$ cat config.mk
export PLATFORM = sky130hd
export DESIGN_NAME = smc_veneer
export DESIGN_NICKNAME = d
export VERILOG_FILES = /design/src/hw/smc_pkg.sv /design/src/hw/smc_cfg_regs.sv /design/src/hw/smc_ahb_slave.sv /design/src/hw/smc_emi_seq.sv /design/src/hw/smc_veneer.sv
export SDC_FILE = /design/constraint.sdc
export NUM_CORES = 1
export LEC_CHECK = 0
export BUFFER_PORTS_ARGS = -buffer_cell sky130_fd_sc_hd__clkbuf_2
export CAP_MARGIN = 20
export CORE_MARGIN = 4
export CORE_UTILIZATION = 45
export DETAILED_ROUTE_END_ITERATION = 7
export HOLD_SLACK_MARGIN = 0.1
export PLACE_DENSITY = 0.86
export SLEW_MARGIN = 20
export SYNTH_ARGS = -nofsm -noshare
export SYNTH_HDL_FRONTEND = slang
export SYNTH_SLANG_ARGS = --single-unit
$ cat constraint.sdc
create_clock -name hclk -period 4.41 [get_ports hclk]
set_clock_uncertainty 0.1 [all_clocks]
set_input_delay 0.441 -clock hclk [delete_from_list [all_inputs] [get_ports hclk]]
set_output_delay 0.441 -clock hclk [all_outputs]
set_load 0.02 [all_outputs]
$ cat src/hw/smc_pkg.sv
// Static memory controller shared definitions
`default_nettype none

package smc_pkg;

  // --------------------------------------------------------------------------
  // Bus sizes and memory window
  // --------------------------------------------------------------------------
  localparam int unsigned smc_addr_w = 32;          // AHB and EMI address
  localparam int unsigned smc_data_w = 32;          // All data buses
  localparam int unsigned smc_be_w   = smc_data_w / 8; // Byte lanes

  // External SRAM window, 64 KiB from zero
  localparam logic [smc_addr_w-1:0] smc_mem_bytes = 32'h0001_0000;

  // --------------------------------------------------------------------------
  // Register map, APB offsets
  // --------------------------------------------------------------------------
  localparam logic [4:0] smc_reg_timing = 5'h00;    // Timing word, r/w
  localparam logic [4:0] smc_reg_status = 5'h04;    // Busy in bit 0, r/o

  // Writable bits of the timing word
  localparam logic [31:0] smc_timing_mask = 32'h0000_01ff;
  // Enable set, one wait state each way
  localparam logic [31:0] smc_timing_rst  = 32'h0000_0111;

  // Timing word as decoded by the AHB slave and the sequencer
  typedef struct packed {
    logic [22:0] reserved;                          // Reads as zero
    logic        enable;                            // Bit 8
    logic [3:0]  wr_wait;                           // Bits 7:4
    logic [3:0]  rd_wait;                           // Bits 3:0
  } smc_timing_t;

  // Same word, raw on the APB side
  typedef union packed {
    logic [31:0] raw;
    smc_timing_t fields;
  } smc_timing_u;

  // AHB HRESP encoding
  typedef enum logic [1:0] {
    resp_okay  = 2'b00,
    resp_error = 2'b01
  } smc_resp_e;

  // One accepted transfer, AHB slave to sequencer
  typedef struct packed {
    logic [smc_addr_w-1:0] addr;
    logic [smc_be_w-1:0]   be;                      // Active high lanes
    logic                  write;
  } smc_req_t;

  // EMI pin bundle, strobes active low
  typedef struct packed {
    logic [smc_addr_w-1:0] addr;
    logic [smc_data_w-1:0] data;                    // Write data out
    logic [smc_be_w-1:0]   n_be;
    logic                  n_cs;
    logic [smc_be_w-1:0]   n_we;                    // Per-lane write strobes
    logic                  n_wr;
    logic                  n_rd;
    logic                  n_ext_oe;                // Write data drive enable
  } smc_emi_t;

  // Pins at rest: all strobes inactive
  localparam smc_emi_t smc_emi_rst = '{addr: '0, data: '0, n_be: '1, n_cs: 1'b1,
                                       n_we: '1, n_wr: 1'b1, n_rd: 1'b1,
                                       n_ext_oe: 1'b1};

endpackage

`default_nettype wire

$ cat src/hw/smc_cfg_regs.sv
// Timing and status registers
`timescale 1ns/1ps
`default_nettype none

module smc_cfg_regs import smc_pkg::*; (
  input  logic                  hclk,
  input  logic                  rst_n,
  // APB strobes, same clock as AHB
  input  logic                  psel,
  input  logic                  penable,
  input  logic                  pwrite,
  input  logic [4:0]            paddr,
  input  logic [smc_data_w-1:0] pwdata,
  // Status from the sequencer
  input  logic                  busy,
  output logic [smc_data_w-1:0] prdata,
  output smc_timing_u           timing
);

  smc_timing_u           timing_q;                  // Programmed word
  logic                  wr_en;                     // APB access phase write
  logic [smc_data_w-1:0] status_word;

  // --------------------------------------------------------------------------
  // Write path
  // --------------------------------------------------------------------------
  assign wr_en = psel & penable & pwrite;

  always_ff @(posedge hclk or negedge rst_n) begin
    if (!rst_n) begin
      timing_q.raw <= smc_timing_rst;               // Enabled, 1/1 waits
    end else if (wr_en && paddr == smc_reg_timing) begin
      timing_q.raw <= pwdata & smc_timing_mask;     // Reserved bits stay zero
    end
  end

  assign timing = timing_q;

  // --------------------------------------------------------------------------
  // Read path
  // --------------------------------------------------------------------------
  assign status_word = {{(smc_data_w-1){1'b0}}, busy};

  // Combinational from paddr while selected
  always_comb begin
    prdata = '0;
    if (psel) begin
      case (paddr)
        smc_reg_timing: prdata = timing_q.raw;
        smc_reg_status: prdata = status_word;
        default:        prdata = '0;            // Unmapped offsets
      endcase
    end
  end

endmodule

`default_nettype wire

$ cat src/hw/smc_ahb_slave.sv
// AHB-lite slave front end
`timescale 1ns/1ps
`default_nettype none

module smc_ahb_slave import smc_pkg::*; (
  input  logic                  hclk,
  input  logic                  rst_n,
  // AHB address phase
  input  logic [smc_addr_w-1:0] haddr,
  input  logic [1:0]            htrans,
  input  logic                  hsel,
  input  logic                  hwrite,
  input  logic [2:0]            hsize,
  input  logic                  hready,             // Muxed bus ready
  input  smc_timing_u           timing,
  // Sequencer handshake
  input  logic                  done,
  input  logic [smc_data_w-1:0] rdata,
  output smc_req_t              req,
  output logic                  start,
  // AHB response
  output logic                  smc_hready,
  output smc_resp_e             smc_hresp,
  output logic [smc_data_w-1:0] smc_hrdata,
  output logic                  smc_valid
);

  typedef enum logic [1:0] {
    st_idle,                                        // Ready, okay
    st_wait,                                        // EMI cycle running
    st_err1,                                        // Error, ready low
    st_err2                                         // Error, ready high
  } slv_state_e;

  slv_state_e state;
  logic       accept;                               // Transfer taken this edge
  logic       in_window;
  logic       good;                                 // Goes to the EMI

  // --------------------------------------------------------------------------
  // Address phase decode
  // --------------------------------------------------------------------------
  // NONSEQ or SEQ, only while our own ready is high
  assign accept    = hsel & htrans[1] & hready & smc_hready;
  assign in_window = (haddr < smc_mem_bytes);
  assign good      = in_window & timing.fields.enable;
  assign start     = accept & good;                 // Sequencer loads setup on this edge

  // Little endian lanes from size and low address bits
  always_comb begin
    req.addr  = haddr;
    req.write = hwrite;
    case (hsize)
      3'b000:  req.be = 4'b0001 << haddr[1:0];      // Byte
      3'b001:  req.be = haddr[1] ? 4'b1100 : 4'b0011; // Halfword
      default: req.be = 4'b1111;                    // Word and wider
    endcase
  end

  // --------------------------------------------------------------------------
  // Wait and response FSM
  // --------------------------------------------------------------------------
  always_ff @(posedge hclk or negedge rst_n) begin
    if (!rst_n) begin
      state      <= st_idle;
      smc_hready <= 1'b1;
      smc_hresp  <= resp_okay;
      smc_valid  <= 1'b0;
    end else begin
      smc_valid <= start;                           // One cycle per good transfer
      case (state)
        st_idle, st_err2: begin
          smc_hready <= 1'b1;
          smc_hresp  <= resp_okay;
          state      <= st_idle;
          if (accept) begin
            smc_hready <= 1'b0;
            if (good) begin
              state <= st_wait;
            end else begin
              smc_hresp <= resp_error;              // No EMI cycle
              state     <= st_err1;
            end
          end
        end
        st_wait: if (done) begin
          smc_hready <= 1'b1;                       // Data phase ends next cycle
          state      <= st_idle;
        end
        st_err1: begin
          smc_hready <= 1'b1;                       // Second error cycle
          state      <= st_err2;
        end
        default: state <= st_idle;
      endcase
    end
  end

  // Read data held for the last data phase cycle
  always_ff @(posedge hclk) begin
    if (state == st_wait && done) smc_hrdata <= rdata;
  end

endmodule

`default_nettype wire

$ cat src/hw/smc_emi_seq.sv
// External memory cycle sequencer
`timescale 1ns/1ps
`default_nettype none

module smc_emi_seq import smc_pkg::*; (
  input  logic                  hclk,
  input  logic                  rst_n,
  input  smc_req_t              req,
  input  logic                  start,
  input  logic [smc_data_w-1:0] hwdata,             // AHB data phase
  input  logic [smc_data_w-1:0] data_smc,           // EMI read data
  input  smc_timing_u           timing,
  output smc_emi_t              emi,
  output logic [smc_data_w-1:0] rdata,
  output logic                  done,
  output logic                  busy
);

  typedef enum logic [1:0] {
    st_idle,
    st_setup,                                       // CS, address, lanes valid
    st_strobe,                                      // wait+1 cycles
    st_hold                                         // Strobes high, CS low
  } seq_state_e;

  seq_state_e          state;
  logic [3:0]          cnt;                         // Strobe cycles left minus one
  logic                write_q;
  logic [smc_be_w-1:0] be_q;
  logic                last_strobe;

  assign last_strobe = (state == st_strobe) && (cnt == '0);
  assign busy        = (state != st_idle);

  // --------------------------------------------------------------------------
  // Cycle FSM, every pin registered
  // --------------------------------------------------------------------------
  always_ff @(posedge hclk or negedge rst_n) begin
    if (!rst_n) begin
      state   <= st_idle;
      cnt     <= '0;
      write_q <= 1'b0;
      be_q    <= '0;
      done    <= 1'b0;
      emi     <= smc_emi_rst;
    end else begin
      done <= 1'b0;
      case (state)
        st_idle: if (start) begin
          emi.addr <= req.addr;
          emi.n_be <= ~req.be;
          emi.n_cs <= 1'b0;
          write_q  <= req.write;
          be_q     <= req.be;
          state    <= st_setup;
        end
        st_setup: begin
          // Data phase of the AHB write is now on hwdata
          cnt <= write_q ? timing.fields.wr_wait : timing.fields.rd_wait;
          if (write_q) begin
            emi.data     <= hwdata;
            emi.n_we     <= ~be_q;                  // Enabled lanes only
            emi.n_wr     <= 1'b0;
            emi.n_ext_oe <= 1'b0;
          end else begin
            emi.n_rd <= 1'b0;
          end
          state <= st_strobe;
        end
        st_strobe: begin
          cnt <= cnt - 4'd1;
          if (last_strobe) begin
            emi.n_we <= '1;                         // Rising edge writes the SRAM
            emi.n_wr <= 1'b1;
            emi.n_rd <= 1'b1;
            done     <= 1'b1;                       // High during hold
            state    <= st_hold;
          end
        end
        st_hold: begin
          emi.n_cs     <= 1'b1;
          emi.n_be     <= '1;
          emi.n_ext_oe <= 1'b1;                     // Data held through hold
          state        <= st_idle;
        end
        default: state <= st_idle;
      endcase
    end
  end

  // Sample at the end of the last strobe cycle
  always_ff @(posedge hclk) begin
    if (last_strobe && !write_q) rdata <= data_smc;
  end

endmodule

`default_nettype wire

$ cat src/hw/smc_veneer.sv
// Static memory controller top level
`timescale 1ns/1ps
`default_nettype none

module smc_veneer import smc_pkg::*; (
  input  logic                  hclk,
  input  logic                  rst_n,
  // AHB slave port
  input  logic [smc_addr_w-1:0] haddr,
  input  logic [1:0]            htrans,
  input  logic                  hsel,
  input  logic                  hwrite,
  input  logic [2:0]            hsize,
  input  logic [smc_data_w-1:0] hwdata,
  input  logic                  hready,
  output logic [smc_data_w-1:0] smc_hrdata,
  output logic                  smc_hready,
  output smc_resp_e             smc_hresp,
  output logic                  smc_valid,
  // APB strobes for the config block
  input  logic                  psel,
  input  logic                  penable,
  input  logic                  pwrite,
  input  logic [4:0]            paddr,
  input  logic [smc_data_w-1:0] pwdata,
  output logic [smc_data_w-1:0] prdata,
  // External memory interface
  output logic [smc_addr_w-1:0] smc_addr,
  output logic [smc_data_w-1:0] smc_data,
  input  logic [smc_data_w-1:0] data_smc,
  output logic [smc_be_w-1:0]   smc_n_be,
  output logic                  smc_n_cs,
  output logic                  smc_n_wr,
  output logic [smc_be_w-1:0]   smc_n_we,
  output logic                  smc_n_rd,
  output logic                  smc_n_ext_oe,
  output logic                  smc_busy
);

  smc_timing_u           timing;
  smc_req_t              req;
  smc_emi_t              emi;
  logic                  start;
  logic                  done;
  logic                  busy;
  logic [smc_data_w-1:0] rdata;

  smc_cfg_regs i_cfg_regs (
    .hclk, .rst_n, .psel, .penable, .pwrite, .paddr, .pwdata,
    .busy, .prdata, .timing
  );

  smc_ahb_slave i_ahb_slave (
    .hclk, .rst_n, .haddr, .htrans, .hsel, .hwrite, .hsize, .hready,
    .timing, .done, .rdata, .req, .start,
    .smc_hready, .smc_hresp, .smc_hrdata, .smc_valid
  );

  smc_emi_seq i_emi_seq (
    .hclk, .rst_n, .req, .start, .hwdata, .data_smc, .timing,
    .emi, .rdata, .done, .busy
  );

  // EMI bundle out to the pins
  assign smc_addr     = emi.addr;
  assign smc_data     = emi.data;
  assign smc_n_be     = emi.n_be;
  assign smc_n_cs     = emi.n_cs;
  assign smc_n_we     = emi.n_we;
  assign smc_n_wr     = emi.n_wr;
  assign smc_n_rd     = emi.n_rd;
  assign smc_n_ext_oe = emi.n_ext_oe;
  assign smc_busy     = busy;

endmodule

`default_nettype wire

# Word level (Yosys, flattened, before mapping)

Cells that the tools add are included.
Widths: inputs -> output; s select.

$lt $le $gt $ge: 1
Multiplexer cells: 28
Reductions and logical operators: 22
Shifts and indexed selects: 1
$add $sub $neg: 1
Bitwise operators: 9
Eq/ne operators: 13

Operator list:

| operator             | number |
|---|---|
| $lt 32x17->1 const B | 1 |
| $pmux 9 s2           | 1 |
| $pmux 4 s2           | 2 |
| $mux 2               | 6 |
| $pmux 6 s2           | 1 |
| $mux 5               | 2 |
| $pmux 5 s2           | 1 |
| $reduce_and 2->1     | 5 |
| $mux 9               | 1 |
| $eq 2x2->1 const B   | 4 |
| $mux 4               | 2 |
| $not 4->4            | 2 |
| $pmux 2 s4           | 1 |
| $reduce_bool 2->1    | 4 |
| $and 1x1->1          | 7 |
| $mux 1               | 7 |
| $mux 6               | 1 |
| $ne 2x1->1 const B   | 3 |
| $pmux 2 s3           | 1 |
| $reduce_and 3->1     | 2 |
| $eq 5x3->1 const B   | 1 |
| $logic_not 5->1      | 1 |
| $eq 2x1->1 const B   | 2 |
| $logic_and 1x1->1    | 4 |
| 11 further kinds     | 13 |

Logic and storage cells: 95
Input port bits: 146
Bits in registers: 167
Output and inout port bits: 145

# Longest topological paths before layout

Word-level depth: 6
Depth in mapped cells: 7
Depth with buffers taken out: 6

# Hierarchy

A second synthesis with hierarchy kept.

Cells, all modules: 465
Area, all modules: 6,956.7 µm²

By module, submodules not included:

| module        | sequential area each (µm²) | cells each | times used | area an instance (µm²) |
|---|---|---|---|---|
| smc_emi_seq   | 3,178.0                    | 276        | 1          | 4,566.9 |
| smc_ahb_slave | 1,087.3                    | 108        | 1          | 1,566.5 |
| smc_cfg_regs  | 229.0                      | 81         | 1          | 823.3 |

# Worst setup path before layout

OpenSTA, ideal clock, no wires.

Kind: register to register
From: reg i_emi_seq.cnt[0]
To: reg i_emi_seq.rdata[0], enable pin
Data arrival time: 2,553 ps
Clock period less this slack: 3,078 ps
Required time: 3,885 ps
Path slack: 1,332 ps
Library setup time: 425 ps
Stages on the path, launching flop included: 6
Buffers on the path: 0
Path through: dfrtp_1 > inv_1 > ha_1 > nor3b_1 > and2_1 > nor2b_1

Cells in the longest elaborated chain, start to end: 3

Ends and longest elaborated chain:

| item                     | RTL line          | RTL |
|---|---|---|
| start: declaration       | smc_emi_seq.sv:27 | `logic [3:0] cnt;` |
| start signal: assignment | smc_emi_seq.sv:59 | `cnt <= write_q ? timing.fields.wr_wait : timing.fields.rd_wait;` |
| start signal: assignment | smc_emi_seq.sv:71 | `cnt <= cnt - 4'd1;` |
| $logic_not 4->1          | smc_emi_seq.sv:32 | `assign last_strobe = (state == st_strobe) && (cnt == '0);` |
| $logic_and 1x1->1        | smc_emi_seq.sv:32 |  |
| $logic_and 1x1->1        | smc_emi_seq.sv:93 | `if (last_strobe && !write_q) rdata <= data_smc;` |
| end signal: assignment   | smc_emi_seq.sv:93 |  |
| end: declaration         | smc_emi_seq.sv:14 | `output logic [smc_data_w-1:0] rdata,` |

Every way passes these cells.
A chain may end at the register's enable or synchronous reset.

# Final worst setup path

From: reg i_emi_seq.state[0]
To: reg i_emi_seq.emi[64] (netlist name)

Cells in the longest elaborated chain, start to end: 2

Ends and longest elaborated chain:

| item                       | RTL line          | RTL |
|---|---|---|
| start: declaration         | smc_emi_seq.sv:26 | `seq_state_e state;` |
| start signal: assignment   | smc_emi_seq.sv:40 | `state <= st_idle;` |
| start signal: assignment   | smc_emi_seq.sv:55 | `state <= st_setup;` |
| start signal: assignment   | smc_emi_seq.sv:68 | `state <= st_strobe;` |
| $logic_not 2->1            | smc_emi_seq.sv:48 | `case (state)` |
| $reduce_and 2->1 (no line) | -                 |  |

Every way passes these cells.

==> results.json <==
{
  "r2r_setup_slack_ns": 1.68,
  "end_kind": "flop",
  "hold_path.class": "in -> reg",
  "crit_arrival_ns": 2.92,
  "tritoncts": "built",
  "cap_violations": 0,
  "drive_gt1_share_pct": 49.0,
  "synth-async-reset-ratio_pct": 61.4,
  "rsz0062_at_grt": "false",
  "relSlewSlack_pct": 29.6,
  "h-tree-depth": 4,
  "die_width_um": 128,
  "synth_edf_count": 64,
  "io_pins": 291,
  "setup_violations": 0,
  "clk_pin_slew_ns": 0.07,
  "insertion_delay_ns": 0.41,
  "grt_overflow_total": 0,
  "hold_viol": 0,
  "postCtsSetupBuffers": 0,
  "status": "complete, no violations",
  "grt_pass1_wl_um": 23100,
  "worst_pin_slew_ns": 1.05,
  "num_vias": 4302,
  "die_y_um": 128,
  "ys_top_cells_by_count": "dfrtp_1, edfxtp_1, mux2_2, buf_4, nor2b_1",
  "areaGrowthSynthToFinish_pct": 33.0,
  "nNetsFinal": 851,
  "period_needed_ns": 2.73,
  "firstDrtPassIters": 4,
  "antenna_cells": 0,
  "gp_congestion": 0.761,
  "drt_iter0_drc": 243,
  "io_buffers": 242,
  "worst_path_dominant_cell_family": "simple AND/OR/NAND/NOR gates",
  "irDropWorstVdd_mv": 0.244,
  "synth.most_common_cell": "dfrtp_1",
  "numCtsBuffers": 17,
  "grt_max_degree": 61,
  "synthFlopType": "dfrtp_1",
  "worst-setup-path-type": "reg -> reg",
  "drcViolationCount": 0,
  "die_area_um2": 16400,
  "antenna_found_initial": 0,
  "multiInputGateArea_um2": 1750,
  "slew_violations": 0,
  "yosysTopAreaCell": "dfrtp_1",
  "path_buf_inv": 2,
  "synth_area_um2": 6480,
  "grt_pass1_vias": 4562,
  "fin_cells": 890,
  "dp_hpwl_um": 11000,
  "ys_seq_area_share_pct": 69.4,
  "initial_utilization_pct": 46.3,
  "place_area_um2": 7760,
  "yosys_warnings": 0,
  "synth_area_leaders": "dfrtp_1, edfxtp_1, mux2_2",
  "grtUsageTotal_pct": 18.0,
  "power_leakage_nw": 4.10,
  "path_max_fanout": 20,
  "syn_inst": 420,
  "fin_setup_tns_ns": 0,
  "synth_seq_cells": 166,
  "wl_per_cell_um": 16.7,
  "viasPerCell": 4.83,
  "seqCellArea_um2": 4490,
  "clock-sinks": 166,
  "clk_path_buf_depth": 2,
  "wl_um": 14800,
  "crit_chain": "inv_1, ha_1, nand2_1, nor3_4, buf_4, nor2b_1",
  "design_area_um2": 8610,
  "drtAntennaViolNets": 0,
  "synth_top_area_share_pct": 33.2,
  "fmax_mhz": 367,
  "core_um2": 14000,
  "required_ns": 4.60,
  "rows": 43,
  "cts-root-buf": "clkbuf_16",
  "critPathLaunchType": "flop",
  "fin_crit_sh_pct": 61.8,
  "p_per_area_nw_per_um2": 380,
  "nFillCells": 1047,
  "avgSynthCellArea_um2": 15.4,
  "critPathMaxStageDelay_ns": 0.83,
  "dp_cells": 829,
  "critPathSlowestCell": "nor3_4",
  "synth.distinct_cells": 42
}
cell families after synthesis:
family / Yosys count / share of synthesized area [%]
compound gates: 51 / 5.00
fa+ha+maj: 8 / 1.55
buf+inv: 52 / 4.93
flops: 166 / 69.4
mux: 66 / 11.9
other cells: 1 / 0.0579
simple gates: 76 / 7.15
what timing repair did:
action,in CTS,in global routing
gates resized for setup,0,0
hold endpoints to repair,87,0
hold buffers,29,0
registers in the layout (all words and copies together) (netlist names):
register                count
i_ahb_slave.state           2
i_ahb_slave.smc_hresp       1
i_emi_seq.write_q           1
i_emi_seq.emi              76
i_emi_seq.rdata            32
i_ahb_slave.smc_hrdata     32
i_ahb_slave.smc_hready      1
i_emi_seq.state             2
i_cfg_regs.timing           9
i_emi_seq.done              1
i_emi_seq.cnt               4
i_ahb_slave.smc_valid       1
i_emi_seq.be_q              4
metal layers:
| layer | wire length (um) | GRT usage [%] |
|---|---|---|
| met4 | 121 | 4.18 |
| met5 | 0 | 0 |
| met3 | 1440 | 7.42 |
| met2 | 7590 | 31.2 |
| met1 | 5670 | 20.8 |
power by group:
part	internal (W)	switching (W)	leakage, nW
sequential	0.00164	0.0000215	1.86
clock	0.000782	0.000601	0.264
combinational	0.000107	0.000124	1.97
layout by cell type (no fill, tap or decap), types with 14 or more instances in the layout:
| master | count |
|---|---|
| edfxtp_1 | 64 |
| dfstp_2 | 16 |
| nor2b_1 | 16 |
| dlygate4sd3_1 | 29 |
| clkbuf_16 | 17 |
| mux2_2 | 40 |
| conb_1 | 24 |
| dfrtp_1 | 86 |
| mux2_1 | 14 |
| clkbuf_2 | 241 |
final cells by class:
cell class              count  area share (%)
clock inverters            14            1.48
flip-flops and latches    166            52.2
multi-input cells         225            20.4
repair buffers            276            17.9
well taps                 180            2.62
inverters                  11           0.479
clock buffers              18            4.98
worst reg2reg max path, stage by stage (launching register included):
cell,delay (ns)
dfrtp_1,0.41
inv_1,0.09
ha_1,0.52
nand2_1,0.19
nor3_4,0.83
buf_4,0.36
nor2b_1,0.08
through the flow:
step / hold slack, ns / total power (W) / util (%) / setup slack, ns
2_1_floorplan: 0.0454 / 0.00180 / - / 1.33
3_3_place_gp: 0.301 / 0.00189 / 55.5 / 1.49
3_5_place_dp: 0.305 / 0.00190 / 55.5 / 1.37
4_1_cts: 0.100 / 0.00331 / 61.6 / 1.65
5_1_grt: 0.102 / 0.00341 / 61.6 / 1.47
6_report: 0.118 / 0.00327 / 61.6 / 1.68
path summary, 6_finish.rpt:
kind / startpoint / endpoint / depth (start not counted)
worst min-delay path: data_smc[3] / i_emi_seq.rdata[3]$_DFFE_PP_ / 1
max in group asynchronous: rst_n / i_emi_seq.emi[1]$_DFFE_PN1P_ / 3
worst max-delay path: i_emi_seq.state[0]$_DFFE_PN0P_ / i_emi_seq.emi[64]$_DFFE_PN0P_ / 6
worst min register to register: i_emi_seq.rdata[31]$_DFFE_PP_ / i_ahb_slave.smc_hrdata[31]$_DFFE_PP_ / 0
worst max register to register: i_emi_seq.state[0]$_DFFE_PN0P_ / i_emi_seq.emi[64]$_DFFE_PN0P_ / 6
min in group asynchronous: rst_n / i_emi_seq.emi[24]$_DFFE_PN0P_ / 2
(Power assumes the default switching activity.)
